<file path="config.mk">
export PLATFORM = sky130hd
export DESIGN_NAME = eeprom_ctrl_top
export DESIGN_NICKNAME = d
export VERILOG_FILES = /design/src/hdl/eeprom_pkg.sv /design/src/hdl/eeprom_cmd_regs.sv /design/src/hdl/i2c_bit_engine.sv /design/src/hdl/eeprom_sequencer.sv /design/src/hdl/eeprom_ctrl_top.sv
export SDC_FILE = /design/constraint.sdc
export NUM_CORES = 1
export LEC_CHECK = 0
export ABC_AREA = 1
export BUFFER_PORTS_ARGS = -buffer_cell sky130_fd_sc_hd__buf_2
export CAP_MARGIN = 20
export CORE_MARGIN = 8
export CORE_UTILIZATION = 27
export CTS_CLUSTER_DIAMETER = 40
export DETAILED_ROUTE_END_ITERATION = 8
export SYNTH_ARGS = -nofsm -noshare
export SYNTH_HDL_FRONTEND = slang
export SYNTH_SLANG_ARGS = --single-unit
</file>
<file path="constraint.sdc">
create_clock -name CLK -period 2.3 [get_ports CLK]
set_input_delay 0.46 -clock CLK [delete_from_list [all_inputs] [get_ports CLK]]
set_output_delay 0.46 -clock CLK [all_outputs]
set_load 0.01 [all_outputs]
</file>
<file path="src/hdl/eeprom_pkg.sv">
package eeprom_pkg;

    // memory geometry, 2 Kbyte part
    localparam int ADDR_W = 11;
    localparam int DATA_W = 8;

    // fixed upper nibble of every control byte
    localparam logic [3:0] DEVICE_CODE = 4'b1010;

    // bus primitives issued to the bit engine
    localparam logic [1:0] BIT_START = 2'd0;
    localparam logic [1:0] BIT_STOP  = 2'd1;
    localparam logic [1:0] BIT_WRITE = 2'd2;
    localparam logic [1:0] BIT_READ  = 2'd3;

    // control byte: assembled by fields, shifted out as a raw byte
    typedef union packed {
        logic [7:0] raw;
        struct packed {
            logic [3:0] device;
            logic [2:0] block;  // addr[10:8]
            logic       rw;     // 1 = read
        } fields;
    } ctrl_byte_u;

endpackage

</file>
<file path="src/hdl/eeprom_cmd_regs.sv">
module eeprom_cmd_regs (
    input  logic                            CLK,
    input  logic                            RESET,
    input  logic                            wr,
    input  logic                            rd,
    input  logic [eeprom_pkg::ADDR_W-1:0]   addr,
    input  logic [eeprom_pkg::DATA_W-1:0]   wdata,
    input  logic                            done_pulse,
    input  logic [eeprom_pkg::DATA_W-1:0]   read_byte,
    input  logic                            nack_flag,
    output logic                            start,
    output logic                            op_read,
    output logic [eeprom_pkg::ADDR_W-1:0]   cmd_addr,
    output logic [eeprom_pkg::DATA_W-1:0]   cmd_wdata,
    output logic                            busy,
    output logic                            done,
    output logic                            nack,
    output logic [eeprom_pkg::DATA_W-1:0]   rdata
);

    logic accept;

    // strobes while busy are dropped
    assign accept = !busy && (wr || rd);

    always_ff @(posedge CLK)
    begin
        if (RESET)
        begin
            start <= 1'b0;
            busy  <= 1'b0;
            done  <= 1'b0;
            nack  <= 1'b0;
        end
        else
        begin
            start <= accept;
            done  <= done_pulse;    // falls together with busy
            if (accept)
            begin
                busy <= 1'b1;
            end
            else if (done_pulse)
            begin
                busy <= 1'b0;
                nack <= nack_flag;
            end
        end
    end

    // request held for the whole transaction, result until the next one
    always_ff @(posedge CLK)
    begin
        if (accept)
        begin
            op_read   <= !wr;   // wr wins over rd
            cmd_addr  <= addr;
            cmd_wdata <= wdata;
        end
        if (done_pulse && op_read && !nack_flag)
        begin
            rdata <= read_byte;
        end
    end

endmodule

</file>
<file path="src/hdl/i2c_bit_engine.sv">
module i2c_bit_engine #(
    parameter int CLK_DIV = 2
) (
    input  logic                            CLK,
    input  logic                            RESET,
    input  logic                            go,
    input  logic [1:0]                      bit_cmd,
    input  logic [eeprom_pkg::DATA_W-1:0]   tx_byte,
    input  logic                            sda_in,
    output logic                            bit_done,
    output logic                            ack_ok,
    output logic [eeprom_pkg::DATA_W-1:0]   rx_byte,
    output logic                            scl,
    output logic                            sda_oe
);

    localparam int CNT_W = (CLK_DIV > 1) ? $clog2(CLK_DIV) : 1;
    localparam logic [CNT_W-1:0] CNT_LAST = CNT_W'(CLK_DIV - 1);
    localparam logic [3:0] ACK_PERIOD = 4'(eeprom_pkg::DATA_W);

    logic                           active;
    logic                           high_ph;    // second half of an scl period
    logic [CNT_W-1:0]               cnt;
    logic [3:0]                     period;
    logic [1:0]                     cmd;
    logic [eeprom_pkg::DATA_W-1:0]  shreg;
    logic                           master_nack;
    logic                           byte_cmd;
    logic                           last_period;
    logic                           phase_first;
    logic                           phase_end;
    logic                           oe_next;

    assign byte_cmd    = (cmd == eeprom_pkg::BIT_WRITE) || (cmd == eeprom_pkg::BIT_READ);
    assign last_period = byte_cmd ? (period == ACK_PERIOD) : (period == 4'd0);
    assign phase_first = active && (cnt == '0);
    assign phase_end   = active && (cnt == CNT_LAST);

    // high when idle, between primitives too
    assign scl     = !active || high_ph;
    assign rx_byte = shreg;

    // sda level applied after the first cycle of each phase
    always_comb
    begin
        oe_next = sda_oe;
        case (cmd)
            eeprom_pkg::BIT_START:
                oe_next = high_ph;      // falls while scl high
            eeprom_pkg::BIT_STOP:
                oe_next = !high_ph;     // rises while scl high
            eeprom_pkg::BIT_WRITE:
            begin
                if (!high_ph)
                begin
                    oe_next = (period == ACK_PERIOD) ? 1'b0 : !shreg[eeprom_pkg::DATA_W-1];
                end
            end
            eeprom_pkg::BIT_READ:
            begin
                if (!high_ph)
                begin
                    oe_next = (period == ACK_PERIOD) ? !master_nack : 1'b0;
                end
            end
            default:
                oe_next = sda_oe;
        endcase
    end

    always_ff @(posedge CLK)
    begin
        if (RESET)
        begin
            active   <= 1'b0;
            high_ph  <= 1'b0;
            cnt      <= '0;
            period   <= '0;
            cmd      <= eeprom_pkg::BIT_STOP;
            sda_oe   <= 1'b0;
            bit_done <= 1'b0;
            ack_ok   <= 1'b0;
        end
        else
        begin
            bit_done <= 1'b0;
            if (!active)
            begin
                if (go)
                begin
                    active  <= 1'b1;
                    high_ph <= 1'b0;    // scl drops now
                    cnt     <= '0;
                    period  <= '0;
                    cmd     <= bit_cmd;
                end
            end
            else
            begin
                cnt <= phase_end ? '0 : cnt + 1'b1;
                if (phase_first)
                begin
                    sda_oe <= oe_next;
                end
                // ninth clock of a byte out
                if (phase_first && high_ph && cmd == eeprom_pkg::BIT_WRITE &&
                    period == ACK_PERIOD)
                begin
                    ack_ok <= !sda_in;
                end
                if (phase_end)
                begin
                    if (!high_ph)
                    begin
                        high_ph <= 1'b1;
                    end
                    else if (last_period)
                    begin
                        active   <= 1'b0;
                        bit_done <= 1'b1;
                    end
                    else
                    begin
                        high_ph <= 1'b0;
                        period  <= period + 1'b1;
                    end
                end
            end
        end
    end

    // shift register, MSB first both ways
    always_ff @(posedge CLK)
    begin
        if (go && !active)
        begin
            shreg       <= tx_byte;
            master_nack <= tx_byte[0];
        end
        else if (phase_first && period != ACK_PERIOD)
        begin
            if (cmd == eeprom_pkg::BIT_WRITE && !high_ph)
            begin
                shreg <= {shreg[eeprom_pkg::DATA_W-2:0], 1'b0};
            end
            else if (cmd == eeprom_pkg::BIT_READ && high_ph)
            begin
                shreg <= {shreg[eeprom_pkg::DATA_W-2:0], sda_in};   // sample at scl high
            end
        end
    end

endmodule

</file>
<file path="src/hdl/eeprom_sequencer.sv">
module eeprom_sequencer (
    input  logic                            CLK,
    input  logic                            RESET,
    input  logic                            start,
    input  logic                            op_read,
    input  logic [eeprom_pkg::ADDR_W-1:0]   cmd_addr,
    input  logic [eeprom_pkg::DATA_W-1:0]   cmd_wdata,
    input  logic                            bit_done,
    input  logic                            ack_ok,
    input  logic [eeprom_pkg::DATA_W-1:0]   rx_byte,
    output logic                            go,
    output logic [1:0]                      bit_cmd,
    output logic [eeprom_pkg::DATA_W-1:0]   tx_byte,
    output logic                            done_pulse,
    output logic [eeprom_pkg::DATA_W-1:0]   read_byte,
    output logic                            nack_flag
);

    localparam logic [3:0] S_IDLE   = 4'd0;
    localparam logic [3:0] S_START  = 4'd1;
    localparam logic [3:0] S_CTRL_W = 4'd2;
    localparam logic [3:0] S_ADDR   = 4'd3;
    localparam logic [3:0] S_DATA_W = 4'd4;
    localparam logic [3:0] S_RSTART = 4'd5;
    localparam logic [3:0] S_CTRL_R = 4'd6;
    localparam logic [3:0] S_DATA_R = 4'd7;
    localparam logic [3:0] S_STOP   = 4'd8;

    // read byte ends with not-acknowledge
    localparam logic [eeprom_pkg::DATA_W-1:0] MASTER_NACK = {{(eeprom_pkg::DATA_W-1){1'b0}}, 1'b1};

    logic [3:0]             state;
    logic                   byte_out;
    eeprom_pkg::ctrl_byte_u ctrl;

    // rw bit set only when leaving the repeated start
    always_comb
    begin
        ctrl.fields.device = eeprom_pkg::DEVICE_CODE;
        ctrl.fields.block  = cmd_addr[eeprom_pkg::ADDR_W-1:8];
        ctrl.fields.rw     = (state == S_RSTART);
    end

    assign byte_out = state inside {S_CTRL_W, S_ADDR, S_DATA_W, S_CTRL_R};

    always_ff @(posedge CLK)
    begin
        if (RESET)
        begin
            state      <= S_IDLE;
            go         <= 1'b0;
            bit_cmd    <= eeprom_pkg::BIT_STOP;
            tx_byte    <= '0;
            done_pulse <= 1'b0;
            nack_flag  <= 1'b0;
        end
        else
        begin
            go         <= 1'b0;
            done_pulse <= 1'b0;
            if (bit_done && byte_out && !ack_ok)
            begin
                // no ack from the memory, abort
                go        <= 1'b1;
                bit_cmd   <= eeprom_pkg::BIT_STOP;
                nack_flag <= 1'b1;
                state     <= S_STOP;
            end
            else
            begin
                case (state)
                    S_IDLE:
                    begin
                        if (start)
                        begin
                            go        <= 1'b1;
                            bit_cmd   <= eeprom_pkg::BIT_START;
                            nack_flag <= 1'b0;
                            state     <= S_START;
                        end
                    end
                    S_START, S_RSTART:
                    begin
                        if (bit_done)
                        begin
                            go      <= 1'b1;
                            bit_cmd <= eeprom_pkg::BIT_WRITE;
                            tx_byte <= ctrl.raw;
                            state   <= (state == S_START) ? S_CTRL_W : S_CTRL_R;
                        end
                    end
                    S_CTRL_W:
                    begin
                        if (bit_done)
                        begin
                            go      <= 1'b1;
                            bit_cmd <= eeprom_pkg::BIT_WRITE;
                            tx_byte <= cmd_addr[eeprom_pkg::DATA_W-1:0];
                            state   <= S_ADDR;
                        end
                    end
                    S_ADDR:
                    begin
                        if (bit_done)
                        begin
                            go <= 1'b1;
                            if (op_read)
                            begin
                                bit_cmd <= eeprom_pkg::BIT_START;  // repeated start
                                state   <= S_RSTART;
                            end
                            else
                            begin
                                bit_cmd <= eeprom_pkg::BIT_WRITE;
                                tx_byte <= cmd_wdata;
                                state   <= S_DATA_W;
                            end
                        end
                    end
                    S_CTRL_R:
                    begin
                        if (bit_done)
                        begin
                            go      <= 1'b1;
                            bit_cmd <= eeprom_pkg::BIT_READ;
                            tx_byte <= MASTER_NACK;
                            state   <= S_DATA_R;
                        end
                    end
                    S_DATA_W, S_DATA_R:
                    begin
                        if (bit_done)
                        begin
                            go      <= 1'b1;
                            bit_cmd <= eeprom_pkg::BIT_STOP;
                            state   <= S_STOP;
                        end
                    end
                    S_STOP:
                    begin
                        if (bit_done)
                        begin
                            done_pulse <= 1'b1;
                            state      <= S_IDLE;
                        end
                    end
                    default:
                        state <= S_IDLE;
                endcase
            end
        end
    end

    always_ff @(posedge CLK)
    begin
        if (state == S_DATA_R && bit_done)
        begin
            read_byte <= rx_byte;
        end
    end

endmodule

</file>
<file path="src/hdl/eeprom_ctrl_top.sv">
module eeprom_ctrl_top #(
    parameter int CLK_DIV = 2   // scl half period in CLK cycles, 2 or more
) (
    input  logic                            CLK,
    input  logic                            RESET,
    input  logic                            wr,
    input  logic                            rd,
    input  logic [eeprom_pkg::ADDR_W-1:0]   addr,
    input  logic [eeprom_pkg::DATA_W-1:0]   wdata,
    input  logic                            sda_in,
    output logic [eeprom_pkg::DATA_W-1:0]   rdata,
    output logic                            busy,
    output logic                            done,
    output logic                            nack,
    output logic                            scl,
    output logic                            sda_oe
);

    logic                           start;
    logic                           op_read;
    logic [eeprom_pkg::ADDR_W-1:0]  cmd_addr;
    logic [eeprom_pkg::DATA_W-1:0]  cmd_wdata;
    logic                           done_pulse;
    logic [eeprom_pkg::DATA_W-1:0]  read_byte;
    logic                           nack_flag;
    logic                           go;
    logic [1:0]                     bit_cmd;
    logic [eeprom_pkg::DATA_W-1:0]  tx_byte;
    logic                           bit_done;
    logic                           ack_ok;
    logic [eeprom_pkg::DATA_W-1:0]  rx_byte;

    eeprom_cmd_regs i_regs (
        .CLK        (CLK),
        .RESET      (RESET),
        .wr         (wr),
        .rd         (rd),
        .addr       (addr),
        .wdata      (wdata),
        .done_pulse (done_pulse),
        .read_byte  (read_byte),
        .nack_flag  (nack_flag),
        .start      (start),
        .op_read    (op_read),
        .cmd_addr   (cmd_addr),
        .cmd_wdata  (cmd_wdata),
        .busy       (busy),
        .done       (done),
        .nack       (nack),
        .rdata      (rdata)
    );

    eeprom_sequencer i_seq (
        .CLK        (CLK),
        .RESET      (RESET),
        .start      (start),
        .op_read    (op_read),
        .cmd_addr   (cmd_addr),
        .cmd_wdata  (cmd_wdata),
        .bit_done   (bit_done),
        .ack_ok     (ack_ok),
        .rx_byte    (rx_byte),
        .go         (go),
        .bit_cmd    (bit_cmd),
        .tx_byte    (tx_byte),
        .done_pulse (done_pulse),
        .read_byte  (read_byte),
        .nack_flag  (nack_flag)
    );

    i2c_bit_engine #(
        .CLK_DIV (CLK_DIV)
    ) i_bits (
        .CLK      (CLK),
        .RESET    (RESET),
        .go       (go),
        .bit_cmd  (bit_cmd),
        .tx_byte  (tx_byte),
        .sda_in   (sda_in),
        .bit_done (bit_done),
        .ack_ok   (ack_ok),
        .rx_byte  (rx_byte),
        .scl      (scl),
        .sda_oe   (sda_oe)
    );

endmodule

</file>
# ---- After elaboration in Yosys (flattened, before gate mapping)
# Index checks and enable logic that the tools add are counted.
dict set report classes {
  n_mux 60
  n_reduce_logical 58
  bitwise_logic 7
  add_sub_neg 2
  eq_ne 34
}
# cell count
set op_table {}
lappend op_table {{$mux W8} 9}
lappend op_table {{$mux W4} 13}
lappend op_table {{$pmux W8 S4} 1}
lappend op_table {{$pmux W4 S7} 1}
lappend op_table {{$mux W1} 26}
lappend op_table {{$reduce_and A7 Y1} 3}
lappend op_table {{$eq A4 B3 Y1 const B} 4}
lappend op_table {{$logic_and A1 B1 Y1} 15}
lappend op_table {{$ne A2 B1 Y1 const B} 7}
lappend op_table {{$ne A2 B2 Y1 const B} 7}
lappend op_table {{$mux W2} 6}
lappend op_table {{$ne A3 B2 Y1 const B} 4}
lappend op_table {{$reduce_and A2 Y1} 6}
lappend op_table {{$pmux W2 S5} 1}
lappend op_table {{$reduce_bool A2 Y1} 5}
lappend op_table {{$logic_not A1 Y1} 9}
lappend op_table {{$ne A3 B1 Y1 const B} 3}
lappend op_table {{$eq A4 B2 Y1 const B} 2}
lappend op_table {{$eq A4 B4 Y1 const B} 2}
lappend op_table {{$logic_not A4 Y1} 2}
lappend op_table {{$reduce_and A4 Y1} 2}
lappend op_table {{$reduce_bool A4 Y1} 2}
lappend op_table {{$not A1 Y1} 7}
lappend op_table {{$reduce_or A7 Y1} 1}
lappend op_table {{17 further kinds} 23}
dict set report totals {
  word_cells 187
  output_inout_bits 13
  ff_bits 78
  in_bits 24
}

# ---- Longest topological paths before layout
dict set report logic_depth {
  ltp_word 7
  mapped_depth 11
  ltp_nobuf 10
}

# ---- Cells and area by module
# Synthesis repeated with hierarchy kept, for this count alone.
dict set report unflattened {
  cells_unflattened 357
  area_unflattened_um2 3348.2
}
# mod instances seq_area_each_um2 cells_per_inst area_per_inst_um2
set by_module_without_submodules {}
lappend by_module_without_submodules {eeprom_sequencer 1 580.6 172 1257.5}
lappend by_module_without_submodules {i2c_bit_engine 1 510.5 134 1074.8}
lappend by_module_without_submodules {eeprom_cmd_regs 1 920.9 51 1016.0}

# ---- Worst setup path after synthesis
# OpenSTA, ideal clock, no wires.
dict set report synth_timing {
  path_kind {input to register}
  start {input rd}
  end {register i_regs.nack}
  arrival_ps 1752
  setup_slack_ps 416
  setup_ps 132
  cell_stages 5
  n_path_buf 0
  t_required_ps 2168
  cell_sequence {nor2_1 nor2_1 inv_1 nand3_1 a21oi_1}
}
dict set report synth_between {
  elab_chain_cells 4
}
# item line
set synth_rtl {}
lappend synth_rtl {{start, declared} eeprom_ctrl_top.sv:7} ;# input logic rd,
lappend synth_rtl {{$logic_or A1 B1 Y1} eeprom_cmd_regs.sv:24} ;# assign accept = !busy && (wr || rd);
lappend synth_rtl {{$logic_and A1 B1 Y1} eeprom_cmd_regs.sv:24}
lappend synth_rtl {{net i_regs.accept} eeprom_cmd_regs.sv:21} ;# logic accept;
lappend synth_rtl {{$not A1 Y1 (no line)} n/a}
lappend synth_rtl {{$reduce_and A2 Y1 (no line)} n/a}
lappend synth_rtl {{end signal, assigned} eeprom_cmd_regs.sv:46} ;# nack <= nack_flag;
lappend synth_rtl {{end, declared} eeprom_cmd_regs.sv:17} ;# output logic nack,
# The timed path passes the listed nets, and every way through them passes these cells.
# A chain may end at the register's enable or synchronous reset.

# ---- Worst setup path in the final report
dict set report layout_timing {
  start {register i_seq.state[2]}
  end {register i_seq.tx_byte[1] in the netlist's numbering}
}
dict set report layout_between {
  elab_chain_cells 6
  word_cells_on_any_way 19
  cone_classes {eq/ne: 11; mux: 1; bitwise: 1; reduce/logical: 6}
}
# item line
set layout_rtl {}
lappend layout_rtl {{start, declared} eeprom_sequencer.sv:32} ;# logic [3:0] state;
lappend layout_rtl {{start signal, assigned} eeprom_sequencer.sv:89} ;# state <= (state == S_START) ? S_CTRL_W : S_CTRL_R;
lappend layout_rtl {{$eq A4 B2 Y1, or another cell as far along} {eeprom_sequencer.sv:44, eeprom_sequencer.sv:71}}
lappend layout_rtl {{$reduce_bool A4 Y1} eeprom_sequencer.sv:44} ;# assign byte_out = state inside {S_CTRL_W, S_ADDR, S_DATA_W, S_CTRL_R};
lappend layout_rtl {{$logic_and A1 B1 Y1 (2 in a row)} eeprom_sequencer.sv:61} ;# if (bit_done && byte_out && !ack_ok)
lappend layout_rtl {{$not A1 Y1 (no line)} n/a}
lappend layout_rtl {{$reduce_and A7 Y1 (no line)} n/a}
lappend layout_rtl {{end signal, assigned} eeprom_sequencer.sv:88} ;# tx_byte <= ctrl.raw;
lappend layout_rtl {{end signal, assigned} eeprom_sequencer.sv:98} ;# tx_byte <= cmd_addr[eeprom_pkg::DATA_W-1:0];
lappend layout_rtl {{end signal, assigned} eeprom_sequencer.sv:115} ;# tx_byte <= cmd_wdata;
lappend layout_rtl {{end, declared} eeprom_sequencer.sv:13} ;# output logic [eeprom_pkg::DATA_W-1:0] tx_byte,
# Several ways; a longest one is shown, not always the timed one.

==> run summary <==
The number of enable-type register cells in the synthesized netlist is 45. The number of nets in the layout is 429. The last weighted congestion value of the routability-driven placer is 0.863. After synthesis, the share of flip-flops with an asynchronous set or reset is 0%.

The horizontal die dimension is 127 µm. The critical path goes through inv_1 > nor2_4 > nand2_2 > nand3_2 > nand2_4 > nor2_8 > nand2_1 > nand2_1 > nor2_1. The total buffers and inverters traversed by the critical path is 1. The layout overhead on the synthesized area came out at 19.6%. The required arrival time at the worst endpoint came out at 2530 ps. The proportion of layout cells with a drive suffix above 1 is 21.3%. The number of H-tree levels is 3.

Among cell families on the critical path, the largest total delay comes from simple AND/OR/NAND/NOR gates. The tree is rooted in a sky130_fd_sc_hd__clkbuf_16. The count of cells resized by post-cts repair is 0. The number of antenna diodes in the final layout is 0. After layout, the design draws a total of 4.08 mW. The critical path class is reg2reg. The xor-xnor portion of the synthesized cell area came out at 0.786%.

For this block, the initial DRC count from the detailed router was 149. The final hold slack came out at 297 ps. The final core utilization is 33.2%. The number of CTS-inserted buffers is 9. The mux share of post-synthesis cell area came out at 0%. Prior to clock tree synthesis, the placed netlist has a worst setup slack of 745 ps. Entering global routing, the biggest net connects 23 pins. The via total after detailed routing came out at 2342. Setup repair after global routing left no endpoint under its margin. The via count of the first global-routing pass came out at 2340. The worst-case IR drop observed on VDD is 0.491 mV. STA classifies the critical path endpoint as a flip-flop. The deepest clock path buffer count is 2. After the flow finishes, the layout carries non-filler instances totaling 576.

The maximum frequency from static timing analysis is 0.635 GHz. The number of warnings printed during yosys synthesis is 0. The flow ran to the end, and the final reports show no timing, DRC or antenna violations. The total negative setup slack came out at 0 ps. In this design, the critical path's most frequently occurring cell is sky130_fd_sc_hd__nand2_1. The worst-path cell with the longest stage delay is sky130_fd_sc_hd__dfxtp_1. The areal power density over the cells came out at 1020 mW/mm². The leakage power is 1.69 nW. The number of storage elements in the synthesis netlist came out at 78. The aggregate global-route resource usage came out at 8.43%. The initial core utilization is 27.7%. The worst setup path is launched from a flip-flop. The final count of negative-setup-slack endpoints came out at 0. The hold path depth came out at 1. The unique cell type count in the Yosys netlist came out at 31. The synthesized netlist devotes 4.30% of its cell area to compound gates. The global-route congestion overflow total came out at 0. The tightest min-delay check is of the in2reg type. The area of placed instances is 0.00373 mm². The actual slew at the worst max-slew pin is 501 ps. The critical-path maximum fanout is 16. The post-synthesis share of cell area spent on full adders, half adders and majority gates came out at 0.748%.

The number of max-slew violations in the final report was 0. TritonCTS built the clock tree. For this design, the sink count on the clock tree is 78.

Clock-pin slew was measured on the worst setup and hold paths at 60 ps. After clock tree synthesis, the setup repair step added 0 buffers. The worst clock skew came out at 7.44 ps.

The average wire per standard cell is 11.1 µm. The top cell type's share of synthesized area came out at 40.4%. Summed over all instances, the cell type with the most area after synthesis is sky130_fd_sc_hd__edfxtp_1. The cell depth of the worst flop-to-flop path is 9. The number of antenna violations at the first check in global routing is 0. The quantity of I/O buffers inserted on ports came out at 36. The final critical-path setup slack is 724 ps. The clock reaches the later pin of the worst-skew pair after 330 ps.

The residual DRC count came out at 0. The main combinational cell family by area after synthesis is simple AND/OR/NAND/NOR gates. Once detail routing completed, the nets flagged for antenna violations numbered 0.

The ratio of final minimum period to clock period is 68.5%. The number of failing hold endpoints at the final stage is 0. The net count after synthesis is 383. Data on the critical path arrives at its endpoint at 1810 ps. The critical path runs through a total of 9 cells. In this run the standard cell core region covers 0.0121 mm².

The global-route wire length before repair came out at 10900 µm. The count of maximum capacitance violations is 0. The via count normalized by instance count is 4.07. Summing every instance area after synthesis gives 0.00334 mm². In this run, post-CTS hold repair placed 0 buffers.

The post-DP HPWL is 4800 µm. The relative slew slack came out at 66.6%. The number of iterations in the first detailed-routing pass came out at 4. Summing the sequential cell areas from Yosys gives 60.2% of the chip area.

The placed instance count came out at 560. On the worst path, the slowest cell contributes a delay of 400 ps. The post-synthesis simple-gate area fraction is 28.1%. The post-synthesis average cell area is 9.37 µm². The number of ports placed on the die boundary came out at 37. The initialized floorplan defines 40 standard-cell rows. The routed wire length came out at 6410 µm. The total die area is 0.0162 mm². Summing all non-filler instances in the final layout gives an area of 0.00400 mm².

In the synthesized netlist the dominant register cell turns out to be sky130_fd_sc_hd__edfxtp_1. The time the worst path needs with I/O delays and setup is 1580 ps. Counting every instance in the synthesized netlist gives 357. The height of the die is 127 µm. In the post-synthesis netlist, the biggest area contributors are sky130_fd_sc_hd__edfxtp_1, sky130_fd_sc_hd__dfxtp_1, sky130_fd_sc_hd__nand2_1, sky130_fd_sc_hd__nor2_1, sky130_fd_sc_hd__inv_1.
## kinds of logic after synthesis
kind of cell / Yosys count
AO/OA/AOI/OAI: 27
XOR/XNOR: 3
buffers and inverters: 41
AND/OR/NAND/NOR: 206
flip-flops: 78
adder cells (fa/ha/maj): 2
## registers in the layout, summed over array words and instances, names as in the netlist, 2 cells and up
register          cells
i_bits.cmd            2
i_bits.period         4
i_bits.rx_byte        8
i_regs.cmd_addr      11
i_regs.cmd_wdata      8
i_regs.rdata          8
i_seq.bit_cmd         2
i_seq.read_byte       8
i_seq.state           4
i_seq.tx_byte         8
## power by group
part	leakage, nW	internal (mW)	switching, mW
Sequential	0.691	1.65	0.128
Combinational	0.866	0.350	0.655
Clock	0.132	0.733	0.563
## path summary, 6_finish.rpt
path	start	end	slack, ps
setup / recovery	i_seq.state[2]	i_seq.tx_byte[1]	720
hold / removal	addr[8]	i_regs.cmd_addr[8]	300
hold reg to reg	i_seq.read_byte[0]	i_regs.rdata[0]	420
setup reg to reg	i_seq.state[2]	i_seq.tx_byte[1]	720
## synthesized netlist by cell type, drive strengths merged, types with 3 or more instances
cell type    n
o21ai        9
edfxtp      45
a21oi       13
nor2        61
clkbuf       3
nand4        4
nand2      115
inv         34
dfxtp       33
nand3       23
## cell usage in the layout (no fill, tap or decap), types with 2 or more instances in the layout
cell type / instances
sky130_fd_sc_hd__nand3_1: 21
sky130_fd_sc_hd__buf_2: 36
sky130_fd_sc_hd__edfxtp_1: 45
sky130_fd_sc_hd__nand3_2: 2
sky130_fd_sc_hd__nor2_2: 14
sky130_fd_sc_hd__buf_4: 4
sky130_fd_sc_hd__inv_6: 3
sky130_fd_sc_hd__ha_1: 2
sky130_fd_sc_hd__clkinv_1: 3
sky130_fd_sc_hd__clkbuf_16: 9
sky130_fd_sc_hd__a21oi_1: 13
sky130_fd_sc_hd__nand2_2: 6
sky130_fd_sc_hd__inv_2: 3
sky130_fd_sc_hd__xor2_1: 2
sky130_fd_sc_hd__inv_1: 31
sky130_fd_sc_hd__nand4_1: 4
sky130_fd_sc_hd__o21ai_0: 8
sky130_fd_sc_hd__nand2_4: 5
sky130_fd_sc_hd__nor2_1: 45
sky130_fd_sc_hd__dfxtp_1: 33
sky130_fd_sc_hd__nand2_1: 104
sky130_fd_sc_hd__a31oi_1: 2
sky130_fd_sc_hd__nor3_1: 2
## routing by layer
layer  GRT usage [%]  share of wire (%)  up-vias
met1            10.8                 49     1015
met5               0                  0        -
li1                -                  -     1249
met2            11.9                 40       65
met3            3.87                8.6       13
met4            3.71                2.0        0
## final cells by class
class | instances | area [µm²]
clock inverter | 7 | 47.5
inverter | 36 | 161
fill | 1247 | 8060
sequential | 78 | 2010
tap | 168 | 210
multi-input combinational | 238 | 1130
clock buffer | 9 | 225
timing repair buffer | 40 | 210
Power figures use the tool's default switching activity.
